`config.mk`:
```
export PLATFORM = sky130hd
export DESIGN_NAME = led_top
export DESIGN_NICKNAME = d
export VERILOG_FILES = /design/src/logic/led_pkg.sv /design/src/logic/reg_pkg.sv /design/src/logic/led_cfg_if.sv /design/src/logic/led_effect.sv /design/src/logic/led_regs.sv /design/src/logic/led_shift.sv /design/src/logic/led_top.sv
export SDC_FILE = /design/constraint.sdc
export NUM_CORES = 1
export LEC_CHECK = 0
export ABC_AREA = 1
export BUFFER_PORTS_ARGS = -buffer_cell sky130_fd_sc_hd__buf_2
export CORE_AREA = 2 2 143 110
export DETAILED_ROUTE_END_ITERATION = 6
export DIE_AREA = 0 0 145 112
export GPL_TIMING_DRIVEN = 0
export MAX_ROUTING_LAYER = met4
export PLACE_DENSITY = 0.79
export SETUP_SLACK_MARGIN = 0.5
export SKIP_CTS_REPAIR_TIMING = 1
export SLEW_MARGIN = 20
export SYNTH_ARGS = -nofsm -noshare
export SYNTH_HDL_FRONTEND = slang
export SYNTH_SLANG_ARGS = --single-unit
export TNS_END_PERCENT = 10
```
`constraint.sdc`:
```
create_clock -name clk -period 2 [get_ports clk]
set_clock_uncertainty 0.15 [all_clocks]
set_input_delay 0.5 -clock clk [delete_from_list [all_inputs] [get_ports clk]]
set_output_delay 0.5 -clock clk [all_outputs]
set_load 0.02 [all_outputs]
```
`src/logic/led_pkg.sv`:
```
package led_pkg;

	// ********************
	// LED modes
	// ********************
	typedef enum logic [3:0] {
		MODE_OFF       = 4'd0,
		MODE_ON        = 4'd1,
		MODE_SPARK     = 4'd2, // One-shot
		MODE_SPARK_REP = 4'd3, // Repeating
		MODE_BLING     = 4'd4, // Stepped blink on LEDs 2 to 5
		MODE_BREATH    = 4'd5  // LED 7 only
	} led_mode_e;

	localparam int LED_COUNT = 8;

	// Effect timing in ticks, scaled down for simulation
	localparam int TICK_DIV    = 4; // Clocks per tick
	localparam int SPARK_TICKS = 6;
	localparam int BLING_STEPS = 2;

	localparam int BREATH_LED  = 7;
	localparam int BLING_FIRST = 2;
	localparam int BLING_LAST  = 5;

	// Frame link and serializer
	localparam int CREDITS      = 2;
	localparam int FRAME_BITS   = 8;
	localparam int SHIFT_CYCLES = 17; // 8 two-cycle slots plus latch

endpackage

```
`src/logic/reg_pkg.sv`:
```
package reg_pkg;

	localparam int ADDR_W = 2;
	localparam int DATA_W = 32;

	// ********************
	// Register map
	// ********************
	localparam logic [ADDR_W-1:0] ADDR_MODE   = 2'd0; // 4-bit field per LED
	localparam logic [ADDR_W-1:0] ADDR_BREATH = 2'd1; // 8-bit period
	localparam logic [ADDR_W-1:0] ADDR_BLING  = 2'd2; // Mask for LEDs 2 to 5

endpackage

```
`src/logic/led_cfg_if.sv`:
```
`timescale 1ns/1ps

interface led_cfg_if;

	logic [4*led_pkg::LED_COUNT-1:0]                  modes;
	logic [7:0]                                       breath_period;
	logic [led_pkg::BLING_LAST-led_pkg::BLING_FIRST:0] bling_mask;
	logic                                             update; // Mode word just written
	logic [led_pkg::LED_COUNT-1:0]                    mode_changed;

	modport regs (
		output modes, breath_period, bling_mask, update, mode_changed
	);

	modport effect (
		input modes, breath_period, bling_mask, update, mode_changed
	);

endinterface

```
`src/logic/led_effect.sv`:
```
`timescale 1ns/1ps

module led_effect (
	input  logic                           clk,
	input  logic                           rst,
	led_cfg_if.effect                      cfg,
	output logic                           frame_vld,
	output logic [led_pkg::FRAME_BITS-1:0] frame,
	input  logic                           credit_rtn
);

	typedef logic [$clog2(led_pkg::TICK_DIV)-1:0]      tick_t;
	typedef logic [$clog2(led_pkg::SPARK_TICKS+1)-1:0] cnt_t;
	typedef logic [$clog2(led_pkg::CREDITS+1)-1:0]     credit_t;

	led_pkg::led_mode_e            mode [led_pkg::LED_COUNT];
	cnt_t                          cnt [led_pkg::LED_COUNT];
	logic [led_pkg::LED_COUNT-1:0] evt;
	logic [led_pkg::LED_COUNT-1:0] led_q;
	logic [led_pkg::LED_COUNT-1:0] led_d;
	tick_t                         tick_cnt;
	logic                          tick;
	logic [7:0]                    breath_cnt;
	logic [7:0]                    breath_round;
	logic                          breath_dir;
	logic                          breath_evt;
	logic                          breath_on;
	logic                          led_load;
	logic                          pending;
	logic                          send;
	credit_t                       credit_cnt;

	// ********************
	// Tick prescaler
	// ********************
	assign tick = (tick_cnt == tick_t'(led_pkg::TICK_DIV - 1));

	always_ff @(posedge clk) begin
		if (rst || tick) begin
			tick_cnt <= '0;
		end else begin
			tick_cnt <= tick_cnt + 1'b1;
		end
	end

	// ********************
	// Per-LED phase counters
	// ********************
	for (genvar n = 0; n < led_pkg::LED_COUNT; n++) begin : g_led
		logic is_spark;
		logic is_bling;
		logic bling_en;
		logic adv;

		assign mode[n]  = led_pkg::led_mode_e'(cfg.modes[4*n +: 4]);
		assign is_spark = (mode[n] == led_pkg::MODE_SPARK) ||
			(mode[n] == led_pkg::MODE_SPARK_REP);

		if (n >= led_pkg::BLING_FIRST && n <= led_pkg::BLING_LAST) begin : g_bling
			assign is_bling = (mode[n] == led_pkg::MODE_BLING);
			assign bling_en = cfg.bling_mask[n - led_pkg::BLING_FIRST];
		end else begin : g_fixed
			assign is_bling = 1'b0;
			assign bling_en = 1'b0;
		end

		// Blink steps only count on enabled ticks
		assign adv    = tick && (cnt[n] != '0) && (is_spark || (is_bling && bling_en));
		assign evt[n] = adv && (cnt[n] == (is_bling ? cnt_t'(led_pkg::BLING_STEPS) :
			cnt_t'(led_pkg::SPARK_TICKS)));

		always_ff @(posedge clk) begin
			if (rst) begin
				cnt[n] <= '0;
			end else if (cfg.update) begin
				if (mode[n] == led_pkg::MODE_OFF || mode[n] == led_pkg::MODE_ON) begin
					cnt[n] <= '0;
				end else if (mode[n] == led_pkg::MODE_SPARK || (cfg.mode_changed[n] &&
					(mode[n] == led_pkg::MODE_SPARK_REP || is_bling))) begin
					cnt[n] <= cnt_t'(1); // Unchanged repeat keeps its phase
				end
			end else if (evt[n]) begin
				cnt[n] <= (mode[n] == led_pkg::MODE_SPARK) ? '0 : cnt_t'(1);
			end else if (adv) begin
				cnt[n] <= cnt[n] + 1'b1;
			end
		end
	end

	// ********************
	// Breathing on LED 7
	// ********************
	assign breath_evt = tick && (mode[led_pkg::BREATH_LED] == led_pkg::MODE_BREATH);
	assign breath_on  = breath_dir ? (breath_cnt < breath_round) : (breath_cnt >= breath_round);

	always_ff @(posedge clk) begin
		if (rst || (cfg.update && mode[led_pkg::BREATH_LED] != led_pkg::MODE_BREATH)) begin
			breath_cnt   <= '0;
			breath_round <= '0;
			breath_dir   <= 1'b0;
		end else if (breath_evt) begin
			if (breath_cnt != cfg.breath_period) begin
				breath_cnt <= breath_cnt + 1'b1; // Step within one PWM round
			end else begin
				breath_cnt <= '0;
				if (breath_round != cfg.breath_period) begin
					breath_round <= breath_round + 1'b1;
				end else begin
					breath_round <= '0;
					breath_dir   <= ~breath_dir; // Swap fade direction
				end
			end
		end
	end

	// LED register, mode writes take priority over effects
	always_comb begin
		led_d = led_q;
		for (int i = 0; i < led_pkg::LED_COUNT; i++) begin
			if (cfg.update) begin
				case (mode[i])
					led_pkg::MODE_OFF:                     led_d[i] = 1'b0;
					led_pkg::MODE_ON, led_pkg::MODE_SPARK: led_d[i] = 1'b1;
					default:                               led_d[i] = led_q[i];
				endcase
			end else if (i == led_pkg::BREATH_LED && breath_evt) begin
				led_d[i] = breath_on;
			end else if (evt[i]) begin
				led_d[i] = ~led_q[i];
			end
		end
	end

	assign led_load = cfg.update || breath_evt || (|evt);

	always_ff @(posedge clk) begin
		if (rst) begin
			led_q <= '0;
		end else if (led_load) begin
			led_q <= led_d;
		end
	end

	// ********************
	// Credit sender
	// ********************
	assign send = pending && (credit_cnt != '0);

	always_ff @(posedge clk) begin
		if (rst) begin
			pending    <= 1'b0;
			frame_vld  <= 1'b0;
			credit_cnt <= credit_t'(led_pkg::CREDITS);
		end else begin
			pending   <= led_load || (pending && !send); // Coalesces waiting frames
			frame_vld <= send;
			if (send && !credit_rtn) begin
				credit_cnt <= credit_cnt - 1'b1;
			end else if (credit_rtn && !send) begin
				credit_cnt <= credit_cnt + 1'b1;
			end
		end
	end

	always_ff @(posedge clk) begin
		if (send) begin
			frame <= led_q;
		end
	end

endmodule

```
`src/logic/led_regs.sv`:
```
`timescale 1ns/1ps

module led_regs (
	input  logic                       clk,
	input  logic                       rst,
	input  logic                       wr_en,
	input  logic [reg_pkg::ADDR_W-1:0] wr_addr,
	input  logic [reg_pkg::DATA_W-1:0] wr_data,
	led_cfg_if.regs                    cfg
);

	logic [led_pkg::LED_COUNT-1:0] diff;

	// Compare the incoming word against the stored one, field by field
	always_comb begin
		for (int i = 0; i < led_pkg::LED_COUNT; i++) begin
			diff[i] = (wr_data[4*i +: 4] != cfg.modes[4*i +: 4]);
		end
	end

	always_ff @(posedge clk) begin
		if (rst) begin
			cfg.modes         <= '0;
			cfg.breath_period <= '0;
			cfg.bling_mask    <= '0;
			cfg.update        <= 1'b0;
			cfg.mode_changed  <= '0;
		end else begin
			cfg.update       <= 1'b0;
			cfg.mode_changed <= '0;
			if (wr_en) begin
				case (wr_addr)
					reg_pkg::ADDR_MODE: begin
						cfg.modes        <= wr_data[4*led_pkg::LED_COUNT-1:0];
						cfg.update       <= 1'b1;
						cfg.mode_changed <= diff;
					end
					reg_pkg::ADDR_BREATH: begin
						cfg.breath_period <= wr_data[7:0];
					end
					reg_pkg::ADDR_BLING: begin
						cfg.bling_mask <= wr_data[$bits(cfg.bling_mask)-1:0];
					end
					default: ; // Unknown address, ignored
				endcase
			end
		end
	end

endmodule

```
`src/logic/led_shift.sv`:
```
`timescale 1ns/1ps

module led_shift (
	input  logic                           clk,
	input  logic                           rst,
	input  logic                           frame_vld,
	input  logic [led_pkg::FRAME_BITS-1:0] frame,
	output logic                           credit_rtn,
	output logic                           sft_shcp,
	output logic                           sft_ds,
	output logic                           sft_stcp
);

	typedef logic [$clog2(led_pkg::SHIFT_CYCLES)-1:0] phase_t;
	typedef logic [$clog2(led_pkg::CREDITS)-1:0]      ptr_t;
	typedef logic [$clog2(led_pkg::CREDITS+1)-1:0]    count_t;

	logic [led_pkg::FRAME_BITS-1:0] buf_mem [led_pkg::CREDITS];
	ptr_t                           wr_ptr;
	ptr_t                           rd_ptr;
	count_t                         buf_cnt;
	logic                           buf_empty;
	logic                           push;
	logic                           pop;
	logic                           start;
	logic                           busy;
	logic                           last;
	phase_t                         phase;
	logic [led_pkg::FRAME_BITS-1:0] shreg;

	// ********************
	// Frame buffer
	// ********************
	assign buf_empty = (buf_cnt == '0);
	assign last      = busy && (phase == phase_t'(led_pkg::SHIFT_CYCLES - 1));
	assign start     = (!busy || last) && (!buf_empty || frame_vld);
	assign pop       = start && !buf_empty;
	assign push      = frame_vld && !(start && buf_empty); // Bypass when nothing waits

	always_ff @(posedge clk) begin
		if (rst) begin
			wr_ptr  <= '0;
			rd_ptr  <= '0;
			buf_cnt <= '0;
		end else begin
			if (push) begin
				wr_ptr <= (wr_ptr == ptr_t'(led_pkg::CREDITS - 1)) ? '0 : wr_ptr + 1'b1;
			end
			if (pop) begin
				rd_ptr <= (rd_ptr == ptr_t'(led_pkg::CREDITS - 1)) ? '0 : rd_ptr + 1'b1;
			end
			case ({push, pop})
				2'b10:   buf_cnt <= buf_cnt + 1'b1;
				2'b01:   buf_cnt <= buf_cnt - 1'b1;
				default: buf_cnt <= buf_cnt;
			endcase
		end
	end

	always_ff @(posedge clk) begin
		if (push) begin
			buf_mem[wr_ptr] <= frame;
		end
	end

	// ********************
	// Serializer
	// ********************
	always_ff @(posedge clk) begin
		if (rst) begin
			busy       <= 1'b0;
			phase      <= '0;
			credit_rtn <= 1'b0;
		end else begin
			credit_rtn <= last; // Frame fully latched
			if (start) begin
				busy  <= 1'b1;
				phase <= '0;
			end else if (last) begin
				busy <= 1'b0;
			end else if (busy) begin
				phase <= phase + 1'b1;
			end
		end
	end

	always_ff @(posedge clk) begin
		if (start) begin
			shreg <= buf_empty ? frame : buf_mem[rd_ptr];
		end else if (busy && phase[0]) begin
			shreg <= shreg << 1; // Next bit after the clock edge
		end
	end

	assign sft_ds   = busy && shreg[led_pkg::FRAME_BITS-1];
	assign sft_shcp = busy && phase[0]; // Second cycle of each slot
	assign sft_stcp = last;

endmodule

```
`src/logic/led_top.sv`:
```
`timescale 1ns/1ps

module led_top (
	input  logic                       clk,
	input  logic                       rst,
	input  logic                       wr_en,
	input  logic [reg_pkg::ADDR_W-1:0] wr_addr,
	input  logic [reg_pkg::DATA_W-1:0] wr_data,
	output logic                       sft_shcp,
	output logic                       sft_ds,
	output logic                       sft_stcp
);

	logic                           frame_vld;
	logic [led_pkg::FRAME_BITS-1:0] frame;
	logic                           credit_rtn;

	led_cfg_if cfg ();

	// ********************
	// Register block
	// ********************
	led_regs i_led_regs (
		.clk     (clk),
		.rst     (rst),
		.wr_en   (wr_en),
		.wr_addr (wr_addr),
		.wr_data (wr_data),
		.cfg     (cfg.regs)
	);

	// ********************
	// Effects and frame link
	// ********************
	led_effect i_led_effect (
		.clk        (clk),
		.rst        (rst),
		.cfg        (cfg.effect),
		.frame_vld  (frame_vld),
		.frame      (frame),
		.credit_rtn (credit_rtn)
	);

	led_shift i_led_shift (
		.clk        (clk),
		.rst        (rst),
		.frame_vld  (frame_vld),
		.frame      (frame),
		.credit_rtn (credit_rtn),
		.sft_shcp   (sft_shcp),
		.sft_ds     (sft_ds),
		.sft_stcp   (sft_stcp)
	);

endmodule

```
==> results of run 1 <==
==> state kept, by name (all words and copies together) (netlist names), 2 cells and up, named ones only <==
register,count
i_led_effect.credit_cnt,2
i_led_shift.buf_cnt,2
i_led_regs.cfg.mode_changed,8
i_led_shift.phase,5
i_led_effect.tick_cnt,2
i_led_shift.buf_mem,16
i_led_effect.frame,8
i_led_effect.breath_cnt,8
i_led_effect.cnt,24
i_led_regs.cfg.breath_period,8
i_led_regs.cfg.modes,32
i_led_shift.shreg,8
i_led_regs.cfg.bling_mask,4
i_led_effect.led_q,8
i_led_effect.breath_round,8
==> cell usage in the layout (no fill, tap or decap), types with 20 or more instances in the layout <==
cell type / count
nand2_1: 145
inv_2: 20
buf_2: 39
dfxtp_1: 84
edfxtp_1: 56
a21oi_1: 78
inv_1: 111
buf_4: 28
o21ai_0: 64
nand3_1: 46
nor2_1: 128
xnor2_1: 42
ha_1: 34
==> power by group through the flow <==
stage / logic [W] / registers [W] / clock network, W
finish: 0.000653 / 0.00339 / 0.00317
global route: 0.000726 / 0.00341 / 0.00334
CTS: 0.000584 / 0.00339 / 0.00319
detailed placement: 0.000579 / 0.00345 / 0
global placement: 0.000567 / 0.00345 / 0
floorplan: 0.000411 / 0.00342 / 0
==> cell type report <==
class	instances	area, µm²
Fill cell	1202	5070
Multi-Input combinational cell	710	4280
Sequential cell	152	3620
Inverter	133	508
Clock buffer	19	464
Timing Repair Buffer	67	428
Tap cell	205	256
Buffer	26	143
Clock inverter	13	120
==> metrics by stage <==
stage	power (W)	setup WS (ns)	TNS (ns)	instances	util, %
6_report	0.00722	-0.0435	-0.0435	1325	66.0
5_1_grt	0.00747	-0.105	-1.73	1325	66.0
4_1_cts	0.00716	-0.261	-3.41	1296	62.4
3_5_place_dp	0.00403	-0.358	-7.35	1264	58.4
3_3_place_gp	0.00402	-0.326	-6.55	1264	58.4
2_1_floorplan	0.00384	0.153	0	1021	-
==> cell families (layout without fill, tap and decap cells) <==
family,count (synthesis),count (layout)
xor gates and xnor gates,53,53
AOI/OAI and AO/OA,195,195
and+or+nand+nor,423,423
DFF,152,152
adders and majority gates,39,39
buffers and inverters,159,258
==> worst max-delay path: cells and delay by family, from the launching register on <==
kind / cells / cell delay [ns]
buffers and inverters: 2 / 0.21
adder cells (fa/ha/maj): 1 / 0.14
AND/OR/NAND/NOR: 2 / 0.28
flip-flops: 1 / 0.34
==> final timing paths <==
path / start / to / slack [ns]
setup / recovery: i_led_shift.phase[0] / sft_stcp / -0.04
setup reg to reg: i_led_effect.tick_cnt[0] / i_led_effect.cnt[0][0] / 0.01
hold / removal: wr_data[13] / i_led_regs.cfg.modes[13] / 0.17
hold reg to reg: i_led_effect.tick_cnt[0] / i_led_effect.tick_cnt[0] / 0.30
==> per-layer routing <==
metal	vias up	share of wire, %	track usage (%)
met5	-	0	-
li1	3556	-	-
met1	3336	47	34.2
met3	25	7.2	6.48
met2	240	45	37.2
met4	0	1.4	7.66
==> impl_metrics.sql, run 1 <==
INSERT INTO impl_metrics (metric_group, metric, value, unit) VALUES
('outcome', 'run_status', 'finished with violations', ''),
('outcome', 'failed_checks', 'negative setup slack', ''),
('logic_synthesis', 'postSynth.asyncResetShare', '0', '%'),
('flow_run', 'max_cap_viol_count', '0', ''),
('logic_synthesis', 'yosys.cell_types.count', '43', ''),
('sta', 'worst_hold_slack', '0.166', 'ns'),
('floorplanning', 'dieHeight', '112', 'µm'),
('detailed_routing', 'drt-pass1-iter-count', '5', ''),
('detailed_routing', 'wl_per_instance', '15.1', 'µm'),
('floorplanning', 'core_area', '0.0149', 'mm²'),
('floorplanning', 'die_area', '0.0162', 'mm²'),
('cells_and_area', 'diodes', '0', ''),
('power_and_ir_drop', 'power_report.internal_total', '0.00537', 'W'),
('sta', 'timing.fmax', '489', 'MHz'),
('global_route', 'grt_max_degree', '17', ''),
('logic_synthesis', 'netlist_instances', '1021', ''),
('global_route', 'initial_antenna_violation_count', '0', ''),
('power_and_ir_drop', 'leakagePower', '3.97', 'nW'),
('cells_and_area', 'area_growth_syn_to_layout', '20.6', '%'),
('place', 'detailed_place.area', '0.00870', 'mm²'),
('logic_synthesis', 'synth_enable_flop_cells', '56', ''),
('logic_synthesis', 'synth-compound-area-share', '13.1', '%'),
('place', 'buffer_ports.inserted', '38', ''),
('clock_tree', 'clock_sink_count', '152', ''),
('logic_synthesis', 'yosys.area_share.adder', '5.99', '%'),
('sta', 'final_hold_vios', '0', ''),
('detailed_routing', 'detail_route.wirelength', '20000', 'µm'),
('power_and_ir_drop', 'net_switching_share_of_the_total_power', '25.7', '%'),
('worst_setup_path', 'timing.setup.critical_path_class', 'register to output pin', ''),
('sta', 'worst_slew_margin_rel', '54.4', '%'),
('cells_and_area', 'finish.net_count', '1183', ''),
('logic_synthesis', 'synthXorXnorAreaFrac', '5.70', '%'),
('logic_synthesis', 'syn_area_per_cell', '7.97', 'µm²'),
('worst_setup_path', 'setup.worst_path.end_class', 'output pin', ''),
('global_route', 'grt_pass1_vias', '6454', ''),
('floorplanning', 'io_pins', '40', ''),
('global_route', 'global_route_wire_length_before_repair', '31500', 'µm'),
('logic_synthesis', 'synth_area', '0.00814', 'mm²'),
('power_and_ir_drop', 'power.clock.fraction', '43.9', '%'),
('worst_setup_path', 'timing.critical_path.slowest_cell_delay', '0.34', 'ns'),
('floorplanning', 'initial_core_util', '54.7', '%'),
('worst_setup_path', 'crit_path_max_fanout', '6', ''),
('detailed_routing', 'drt_first_iter_violations', '571', ''),
('logic_synthesis', 'synth_most_common_cell', 'nand2_1', ''),
('clock_tree', 'cts-htree-levels', '4', ''),
('cells_and_area', 'layout-drive-gt1-share', '21.0', '%'),
('worst_hold_path', 'worst_hold_path.num_cells', '3', ''),
('worst_setup_path', 'timing.critical_path.cells', 'inv_2, ha_4, nand4_4, nor2_2, buf_6', ''),
('sta', 'timing.final.crit_share', '102', '%'),
('place', 'place_hpwl', '14100', 'µm'),
('floorplanning', 'floorplan.rows', '39', ''),
('sta', 'final-max-slew-violation-count', '0', ''),
('sta', 'timing.final.crit_period', '2.04', 'ns'),
('global_route', 'global_route.usage.total', '25.2', '%'),
('detailed_routing', 'vias_per_cell', '5.40', ''),
('clock_tree', 'clkSlewWorstSetupHoldPaths', '0.07', 'ns'),
('power_and_ir_drop', 'ir_drop', '0.729', 'mV'),
('cells_and_area', 'final_design_area_no_fill', '0.00982', 'mm²'),
('global_route', 'gr-total-overflow', '0', ''),
('worst_setup_path', 'critical_path.startpoint_type', 'register', ''),
('sta', 'finalSetupViolations', '1', ''),
('logic_synthesis', 'syn-num-nets', '1097', ''),
('logic_synthesis', 'dominant_combinational_cell_family_by_area_after_synthesis', 'simple AND/OR/NAND/NOR gates', ''),
('power_and_ir_drop', 'p_per_area', '736', 'mW/mm²'),
('logic_synthesis', 'synth.area.mux_share', '0', '%'),
('logic_synthesis', 'post_synth_top_area_cell', 'dfxtp_1', ''),
('sta', 'post-route-worst-setup-slack', '-0.0435', 'ns'),
('place', 'place_congestion', '0.898', ''),
('logic_synthesis', 'synth.top_cells.by_count', '157 x nand2_1, 146 x nor2_1, 127 x inv_1', ''),
('power_and_ir_drop', 'switching_power_total', '0.00185', 'W'),
('worst_setup_path', 'required_worst_endpoint', '1.35', 'ns');
(Power assumes the default switching activity.)
==> run 2: changes to the inputs <==
--- a/config.mk
+++ b/config.mk
@@ -14,7 +14,6 @@
 export MAX_ROUTING_LAYER = met4
 export PLACE_DENSITY = 0.79
 export SETUP_SLACK_MARGIN = 0.5
-export SKIP_CTS_REPAIR_TIMING = 1
 export SLEW_MARGIN = 20
 export SYNTH_ARGS = -nofsm -noshare
 export SYNTH_HDL_FRONTEND = slang
==> impl_metrics.sql, run 2 (same netlist as run 1, synthesis figures left out) <==
INSERT INTO impl_metrics (metric_group, metric, value, unit) VALUES
('outcome', 'run_status', 'finished with violations', ''),
('outcome', 'failed_checks', 'negative setup slack', ''),
('worst_setup_path', 'crit_path_max_fanout', '6', ''),
('global_route', 'global_route.usage.met1', '34.5', '%'),
('clock_tree', 'clkSlewWorstSetupHoldPaths', '0.07', 'ns'),
('power_and_ir_drop', 'power_report.internal_total', '0.00535', 'W'),
('cells_and_area', 'most_common_library_cell_in_the_layout_ignoring_fill_and_taps', 'nand2_1', ''),
('clock_tree', 'holdBufCountCts', '0', ''),
('sta', 'final_hold_vios', '0', ''),
('flow_run', 'max_cap_viol_count', '0', ''),
('power_and_ir_drop', 'p_per_area', '714', 'mW/mm²'),
('global_route', 'initial_antenna_violation_count', '0', ''),
('cells_and_area', 'nFillCells', '1165', ''),
('cells_and_area', 'diodes', '0', ''),
('clock_tree', 'cts-htree-levels', '4', ''),
('cells_and_area', 'biggestRegsByFlops', 'i_led_regs.cfg.modes: 32 flops, i_led_effect.cnt: 24 flops, i_led_shift.buf_mem: 16 flops', ''),
('sta', 'rsz_0062_raised_after_global_routing', 'yes', ''),
('floorplanning', 'core_area', '0.0149', 'mm²'),
('power_and_ir_drop', 'leakagePower', '4.07', 'nW'),
('clock_tree', 'clockRootBuffer', 'clkbuf_16', ''),
('clock_tree', 'clock_sink_count', '152', ''),
('place', 'place_hpwl', '14100', 'µm'),
('cells_and_area', 'largest_register_ffs', '32', ''),
('detailed_routing', 'drt_first_iter_violations', '522', ''),
('clock_tree', 'clock_path_buffers', '2', ''),
('detailed_routing', 'routed-via-count', '7287', ''),
('worst_setup_path', 'timing.setup.critical_path_class', 'register to register', ''),
('detailed_routing', 'drt-pass1-iter-count', '5', ''),
('place', 'detailed_place.area', '0.00870', 'mm²'),
('cells_and_area', 'area_growth_syn_to_layout', '24.0', '%'),
('place', 'place_congestion', '0.898', ''),
('worst_setup_path', 'worstPathArrival', '2.31', 'ns'),
('clock_tree', 'num_cts_buffers', '17', ''),
('cells_and_area', 'most-common-layout-cells', '137 x nand2_1, 125 x nor2_1, 108 x inv_1', ''),
('global_route', 'global_route.usage.total', '26.0', '%'),
('cells_and_area', 'layout-drive-gt1-share', '24.2', '%'),
('floorplanning', 'dieHeight', '112', 'µm'),
('detailed_routing', 'antenna_violating_nets_post_route', '0', ''),
('sta', 'timing.final.crit_period', '2.08', 'ns'),
('worst_hold_path', 'worst_hold_check_path_type', 'input pin to register', ''),
('power_and_ir_drop', 'net_switching_share_of_the_total_power', '25.7', '%'),
('floorplanning', 'die_width', '145', 'µm'),
('global_route', 'grtUsageMet2', '39.6', '%'),
('worst_setup_path', 'critical_path.startpoint_type', 'register', ''),
('clock_tree', 'worstSkewPairLatency', '0.43', 'ns'),
('cells_and_area', 'finish.net_count', '1193', ''),
('detailed_routing', 'vias_per_cell', '5.46', ''),
('power_and_ir_drop', 'power_frac_seq', '47.0', '%'),
('sta', 'finalSetupViolations', '13', ''),
('global_route', 'grt_max_degree', '17', ''),
('power_and_ir_drop', 'power.clock.fraction', '43.9', '%'),
('sta', 'timing.fmax', '480', 'MHz'),
('global_route', 'gr-total-overflow', '0', ''),
('worst_setup_path', 'setup.worst_path.end_class', 'register', ''),
('sta', 'tightestPinTransition', '0.744', 'ns'),
('floorplanning', 'die_area', '0.0162', 'mm²'),
('global_route', 'grt_pass1_vias', '6703', ''),
('floorplanning', 'io_pins', '40', ''),
('sta', 'post-route-worst-setup-slack', '-0.0838', 'ns'),
('cells_and_area', 'largest-register', 'i_led_regs.cfg.modes', ''),
('place', 'buffer_ports.inserted', '38', ''),
('power_and_ir_drop', 'combinationalPowerShare', '9.1', '%'),
('power_and_ir_drop', 'switching_power_total', '0.00185', 'W'),
('floorplanning', 'floorplan.rows', '39', ''),
('floorplanning', 'initial_core_util', '54.7', '%'),
('sta', 'timing.final.crit_share', '104', '%'),
('power_and_ir_drop', 'design_power', '0.00720', 'W'),
('power_and_ir_drop', 'ir_drop', '0.734', 'mV'),
('global_route', 'met3_track_demand_over_resource', '6.15', '%'),
('sta', 'final-max-slew-violation-count', '0', ''),
('detailed_routing', 'detail_route.drc_violations', '0', ''),
('global_route', 'top_usage_layer', 'met2', ''),
('sta', 'worst_hold_slack', '0.172', 'ns'),
('worst_setup_path', 'required_worst_endpoint', '2.23', 'ns'),
('global_route', 'global_route_wire_length_before_repair', '32600', 'µm'),
('detailed_routing', 'detail_route.wirelength', '20700', 'µm'),
('cells_and_area', 'final_design_area_no_fill', '0.0101', 'mm²'),
('clock_tree', 'tritoncts_clock_tree', 'done', ''),
('detailed_routing', 'wl_per_instance', '15.5', 'µm'),
('sta', 'worst_slew_margin_rel', '50.4', '%'),
('place', 'dp_slack', '-0.358', 'ns');
run 2: path summary, 6_finish.rpt:
kind	start	endpoint	slack [ns]	depth (start not counted)
setup / recovery	i_led_effect.tick_cnt[0]	i_led_effect.pending	-0.08	14
setup reg to reg	i_led_effect.tick_cnt[0]	i_led_effect.pending	-0.08	14
hold / removal	wr_data[13]	i_led_regs.cfg.modes[13]	0.17	3
hold reg to reg	i_led_effect.tick_cnt[0]	i_led_effect.tick_cnt[0]	0.29	1
run 2: repair_timing:
action / 4_1_cts / 5_1_grt
gates resized for setup: 51 / 115
cloned: 0 / 0
buffers inserted: 20 / 19
pin swaps: 22 / 34
endpoints found under the setup margin: 155 / 164
run 2: area by class of cell:
class | count | area [µm²] | area share [%]
Multi-Input combinational cell | 710 | 4410 | 43.7
Sequential cell | 152 | 3650 | 36.2
Inverter | 133 | 522 | 5.17
Timing Repair Buffer | 77 | 517 | 5.12
Clock buffer | 19 | 464 | 4.60
Tap cell | 205 | 256 | 2.54
Buffer | 26 | 150 | 1.49
Clock inverter | 13 | 120 | 1.19
run 2: through the flow:
step / util (%) / setup TNS (ns) / std cells
detailed placement: 58.4 / -7.35 / 1264
floorplan: - / 0 / 1021
CTS: 64.4 / 0 / 1316
global route: 67.8 / -2.75 / 1335
finish: 67.8 / -0.610 / 1335
global placement: 58.4 / -6.55 / 1264
run 2: power by group through the flow:
stage / clock network, W / registers, W / logic [W]
after floorplan: 0 / 0.00342 / 0.000411
after global placement: 0 / 0.00345 / 0.000567
after detailed placement: 0 / 0.00345 / 0.000579
after CTS: 0.00319 / 0.00339 / 0.000608
after global routing: 0.00333 / 0.00340 / 0.000728
final: 0.00316 / 0.00339 / 0.000654
run 2: critical path: stages, from the launching register on:
cell and delay [ns]:
dfxtp_2 0.35, ha_4 0.13, buf_6 0.10, clkinvlp_4 0.24, buf_6 0.21, a21oi_4 0.14
nand3_4 0.11, nor2_4 0.16, buf_6 0.11, inv_1 0.04, nand2_2 0.06, nor2_1 0.05
nand3_1 0.06, nand2_1 0.05, inv_1 0.06
run 2: metal layers:
metal	up-vias	part of all wire [%]
met3	32	7.5
met4	0	1.8
met2	273	46
li1	3581	-
met1	3401	45
met5	-	0
==> run 3: changes to the inputs <==
--- a/config.mk
+++ b/config.mk
@@ -6,10 +6,10 @@
 export NUM_CORES = 1
 export LEC_CHECK = 0
 export ABC_AREA = 1
-export BUFFER_PORTS_ARGS = -buffer_cell sky130_fd_sc_hd__buf_2
-export CORE_AREA = 2 2 143 110
+export CORE_AREA = 2 2 140 108
 export DETAILED_ROUTE_END_ITERATION = 6
-export DIE_AREA = 0 0 145 112
+export DIE_AREA = 0 0 142 110
+export DONT_BUFFER_PORTS = 1
 export GPL_TIMING_DRIVEN = 0
 export MAX_ROUTING_LAYER = met4
 export PLACE_DENSITY = 0.79
==> impl_metrics.sql, run 3 (same netlist as run 1, synthesis figures left out) <==
INSERT INTO impl_metrics (metric_group, metric, value, unit) VALUES
('outcome', 'run_status', 'finished with violations', ''),
('outcome', 'failed_checks', 'negative setup slack', ''),
('detailed_routing', 'antenna_violating_nets_post_route', '0', ''),
('clock_tree', 'clock_path_buffers', '2', ''),
('detailed_routing', 'vias_per_cell', '5.65', ''),
('cells_and_area', 'layout-drive-gt1-share', '19.7', '%'),
('detailed_routing', 'detail_route.wirelength', '20600', 'µm'),
('sta', 'tightestPinTransition', '0.706', 'ns'),
('cells_and_area', 'layoutNonFillerInstCount', '1267', ''),
('global_route', 'initial_antenna_violation_count', '0', ''),
('global_route', 'grt_pass1_vias', '6888', ''),
('sta', 'final-max-slew-violation-count', '0', ''),
('sta', 'worst_hold_slack', '0.0501', 'ns'),
('clock_tree', 'clockRootBuffer', 'clkbuf_16', ''),
('cells_and_area', 'final_design_area_no_fill', '0.00979', 'mm²'),
('sta', 'timing.setup.tns', '-0.148', 'ns'),
('cells_and_area', 'largest-register', 'i_led_regs.cfg.modes', ''),
('global_route', 'gr-total-overflow', '0', ''),
('detailed_routing', 'drt-pass1-iter-count', '5', ''),
('worst_setup_path', 'worstPathArrival', '1.99', 'ns'),
('sta', 'timing.final.crit_period', '2.03', 'ns'),
('cells_and_area', 'most-common-layout-cells', '145 x nand2_1, 125 x nor2_1, 111 x inv_1', ''),
('cells_and_area', 'nFillCells', '1089', ''),
('sta', 'rsz_0062_raised_after_global_routing', 'yes', ''),
('cells_and_area', 'biggestRegsByFlops', 'i_led_regs.cfg.modes: 32 flops, i_led_effect.cnt: 24 flops, i_led_shift.buf_mem: 16 flops', ''),
('power_and_ir_drop', 'ir_drop', '0.687', 'mV'),
('worst_setup_path', 'critical_path.startpoint_type', 'register', ''),
('sta', 'timing.final.crit_share', '101', '%'),
('worst_setup_path', 'crit_path_max_fanout', '4', ''),
('floorplanning', 'die_area', '0.0156', 'mm²'),
('sta', 'worst_slew_margin_rel', '53.0', '%'),
('sta', 'timing.fmax', '494', 'MHz'),
('place', 'buffer_ports.inserted', '0', ''),
('place', 'place_congestion', '0.939', ''),
('worst_setup_path', 'required_worst_endpoint', '1.97', 'ns'),
('cells_and_area', 'finish.net_count', '1149', ''),
('sta', 'final_hold_vios', '0', ''),
('clock_tree', 'worstSkewPairLatency', '0.43', 'ns'),
('clock_tree', 'num_cts_buffers', '17', ''),
('floorplanning', 'io_pins', '40', ''),
('worst_setup_path', 'timing.critical_path.cells', 'ha_4, buf_6, clkinvlp_4, buf_12, a21oi_4, nand3_4, nor3_4, nor2_2, o2111ai_2', ''),
('floorplanning', 'core_area', '0.0142', 'mm²'),
('worst_setup_path', 'timing.critical_path.slowest_cell_delay', '0.37', 'ns'),
('detailed_routing', 'detail_route.drc_violations', '0', ''),
('sta', 'finalSetupViolations', '8', ''),
('floorplanning', 'initial_core_util', '57.3', '%'),
('global_route', 'grt_max_degree', '17', ''),
('place', 'detailed_place.area', '0.00848', 'mm²'),
('floorplanning', 'die_width', '142', 'µm'),
('clock_tree', 'tritoncts_clock_tree', 'done', ''),
('flow_run', 'max_cap_viol_count', '0', ''),
('worst_setup_path', 'worst_path_max_delay_cell', 'dfxtp_4', ''),
('worst_setup_path', 'cp_num_buf_inv', '3', ''),
('clock_tree', 'cts-htree-levels', '4', ''),
('global_route', 'global_route.usage.total', '28.1', '%'),
('worst_hold_path', 'worst_hold_check_path_type', 'input pin to register', ''),
('worst_setup_path', 'setup.worst_path.end_class', 'register', ''),
('cells_and_area', 'largest_register_ffs', '32', ''),
('clock_tree', 'clkSlewWorstSetupHoldPaths', '0.06', 'ns'),
('place', 'dpl.cell_count', '1201', ''),
('global_route', 'global_route_wire_length_before_repair', '33100', 'µm'),
('clock_tree', 'clock_sink_count', '152', ''),
('power_and_ir_drop', 'p_per_area', '760', 'mW/mm²'),
('worst_setup_path', 'path_delay_family', 'buffers and inverters', ''),
('place', 'dp_slack', '-0.353', 'ns'),
('cells_and_area', 'area_growth_syn_to_layout', '20.3', '%'),
('place', 'place_hpwl', '13900', 'µm'),
('detailed_routing', 'wl_per_instance', '16.2', 'µm'),
('worst_setup_path', 'timing.setup.critical_path_class', 'register to register', ''),
('detailed_routing', 'drt_first_iter_violations', '598', ''),
('floorplanning', 'dieHeight', '110', 'µm'),
('detailed_routing', 'routed-via-count', '7156', ''),
('power_and_ir_drop', 'leakagePower', '3.87', 'nW'),
('cells_and_area', 'most_common_library_cell_in_the_layout_ignoring_fill_and_taps', 'nand2_1', ''),
('sta', 'post-route-worst-setup-slack', '-0.0257', 'ns'),
('clock_tree', 'holdBufCountCts', '0', ''),
('floorplanning', 'floorplan.rows', '38', '');
[run 3: cell count changes in the layout (fill, tap and decap cells not counted), moves of 5 or more]
cell	previous run	this run
buf_2	37	2
nand2_2	18	9
nand2_1	137	145
buf_4	36	29
buf_6	11	5
dfxtp_1	76	82
dfxtp_4	8	2
ha_1	30	36
ha_4	9	3
a21oi_1	77	72
a21oi_2	7	12
[run 3: metrics by stage]
step	total power, W	util (%)
4_1_cts	0.00739	66.4
3_5_place_dp	0.00398	59.6
3_3_place_gp	0.00396	59.6
2_1_floorplan	0.00384	-
6_report	0.00744	68.9
5_1_grt	0.00767	68.9
[run 3: path summary, 6_finish.rpt]
check | start | end | slack, ns | depth (start not counted)
worst max-delay path | i_led_effect.tick_cnt[0] | i_led_effect.cnt[1][7] | -0.03 | 9
worst min-delay path | wr_data[20] | i_led_regs.cfg.modes[20] | 0.05 | 2
worst max register to register | i_led_effect.tick_cnt[0] | i_led_effect.cnt[1][7] | -0.03 | 9
worst min register to register | i_led_shift.rd_ptr | register | 0.31 | 1
[run 3: routing by layer]
| metal | vias up | GRT usage (%) | share of wire, % | wire length [µm] |
|---|---|---|---|---|
| li1 | 3490 | - | - | - |
| met1 | 3331 | 36.0 | 43 | 8840 |
| met2 | 281 | 43.9 | 46 | 9490 |
| met3 | 54 | 5.75 | 8.3 | 1700 |
| met4 | 0 | 11.6 | 2.6 | 544 |
| met5 | - | - | 0 | 0 |
[run 3: area by class of cell]
class / instances / area, µm² / area share, %
clock buffer: 21 / 493 / 5.04
timing repair buffer: 32 / 268 / 2.73
clock inverter: 11 / 140 / 1.43
antenna: 1 / 2.50 / 0.0256
tap: 180 / 225 / 2.30
sequential: 152 / 3630 / 37.0
buffer: 26 / 160 / 1.64
inverter: 133 / 513 / 5.24
multi-input combinational: 711 / 4360 / 44.6
[run 3: power breakdown]
group | switching [W] | internal, W | total, W
Combinational | 0.000389 | 0.000227 | 0.000616
Clock | 0.00129 | 0.00214 | 0.00343
Sequential | 0.000101 | 0.00329 | 0.00340
[run 3: what timing repair did]
action	4_1_cts	5_1_grt
buffers inserted	23	9
resized for setup	44	96
pin swaps	21	34
gates cloned	0	1
endpoints found under the setup margin	138	164
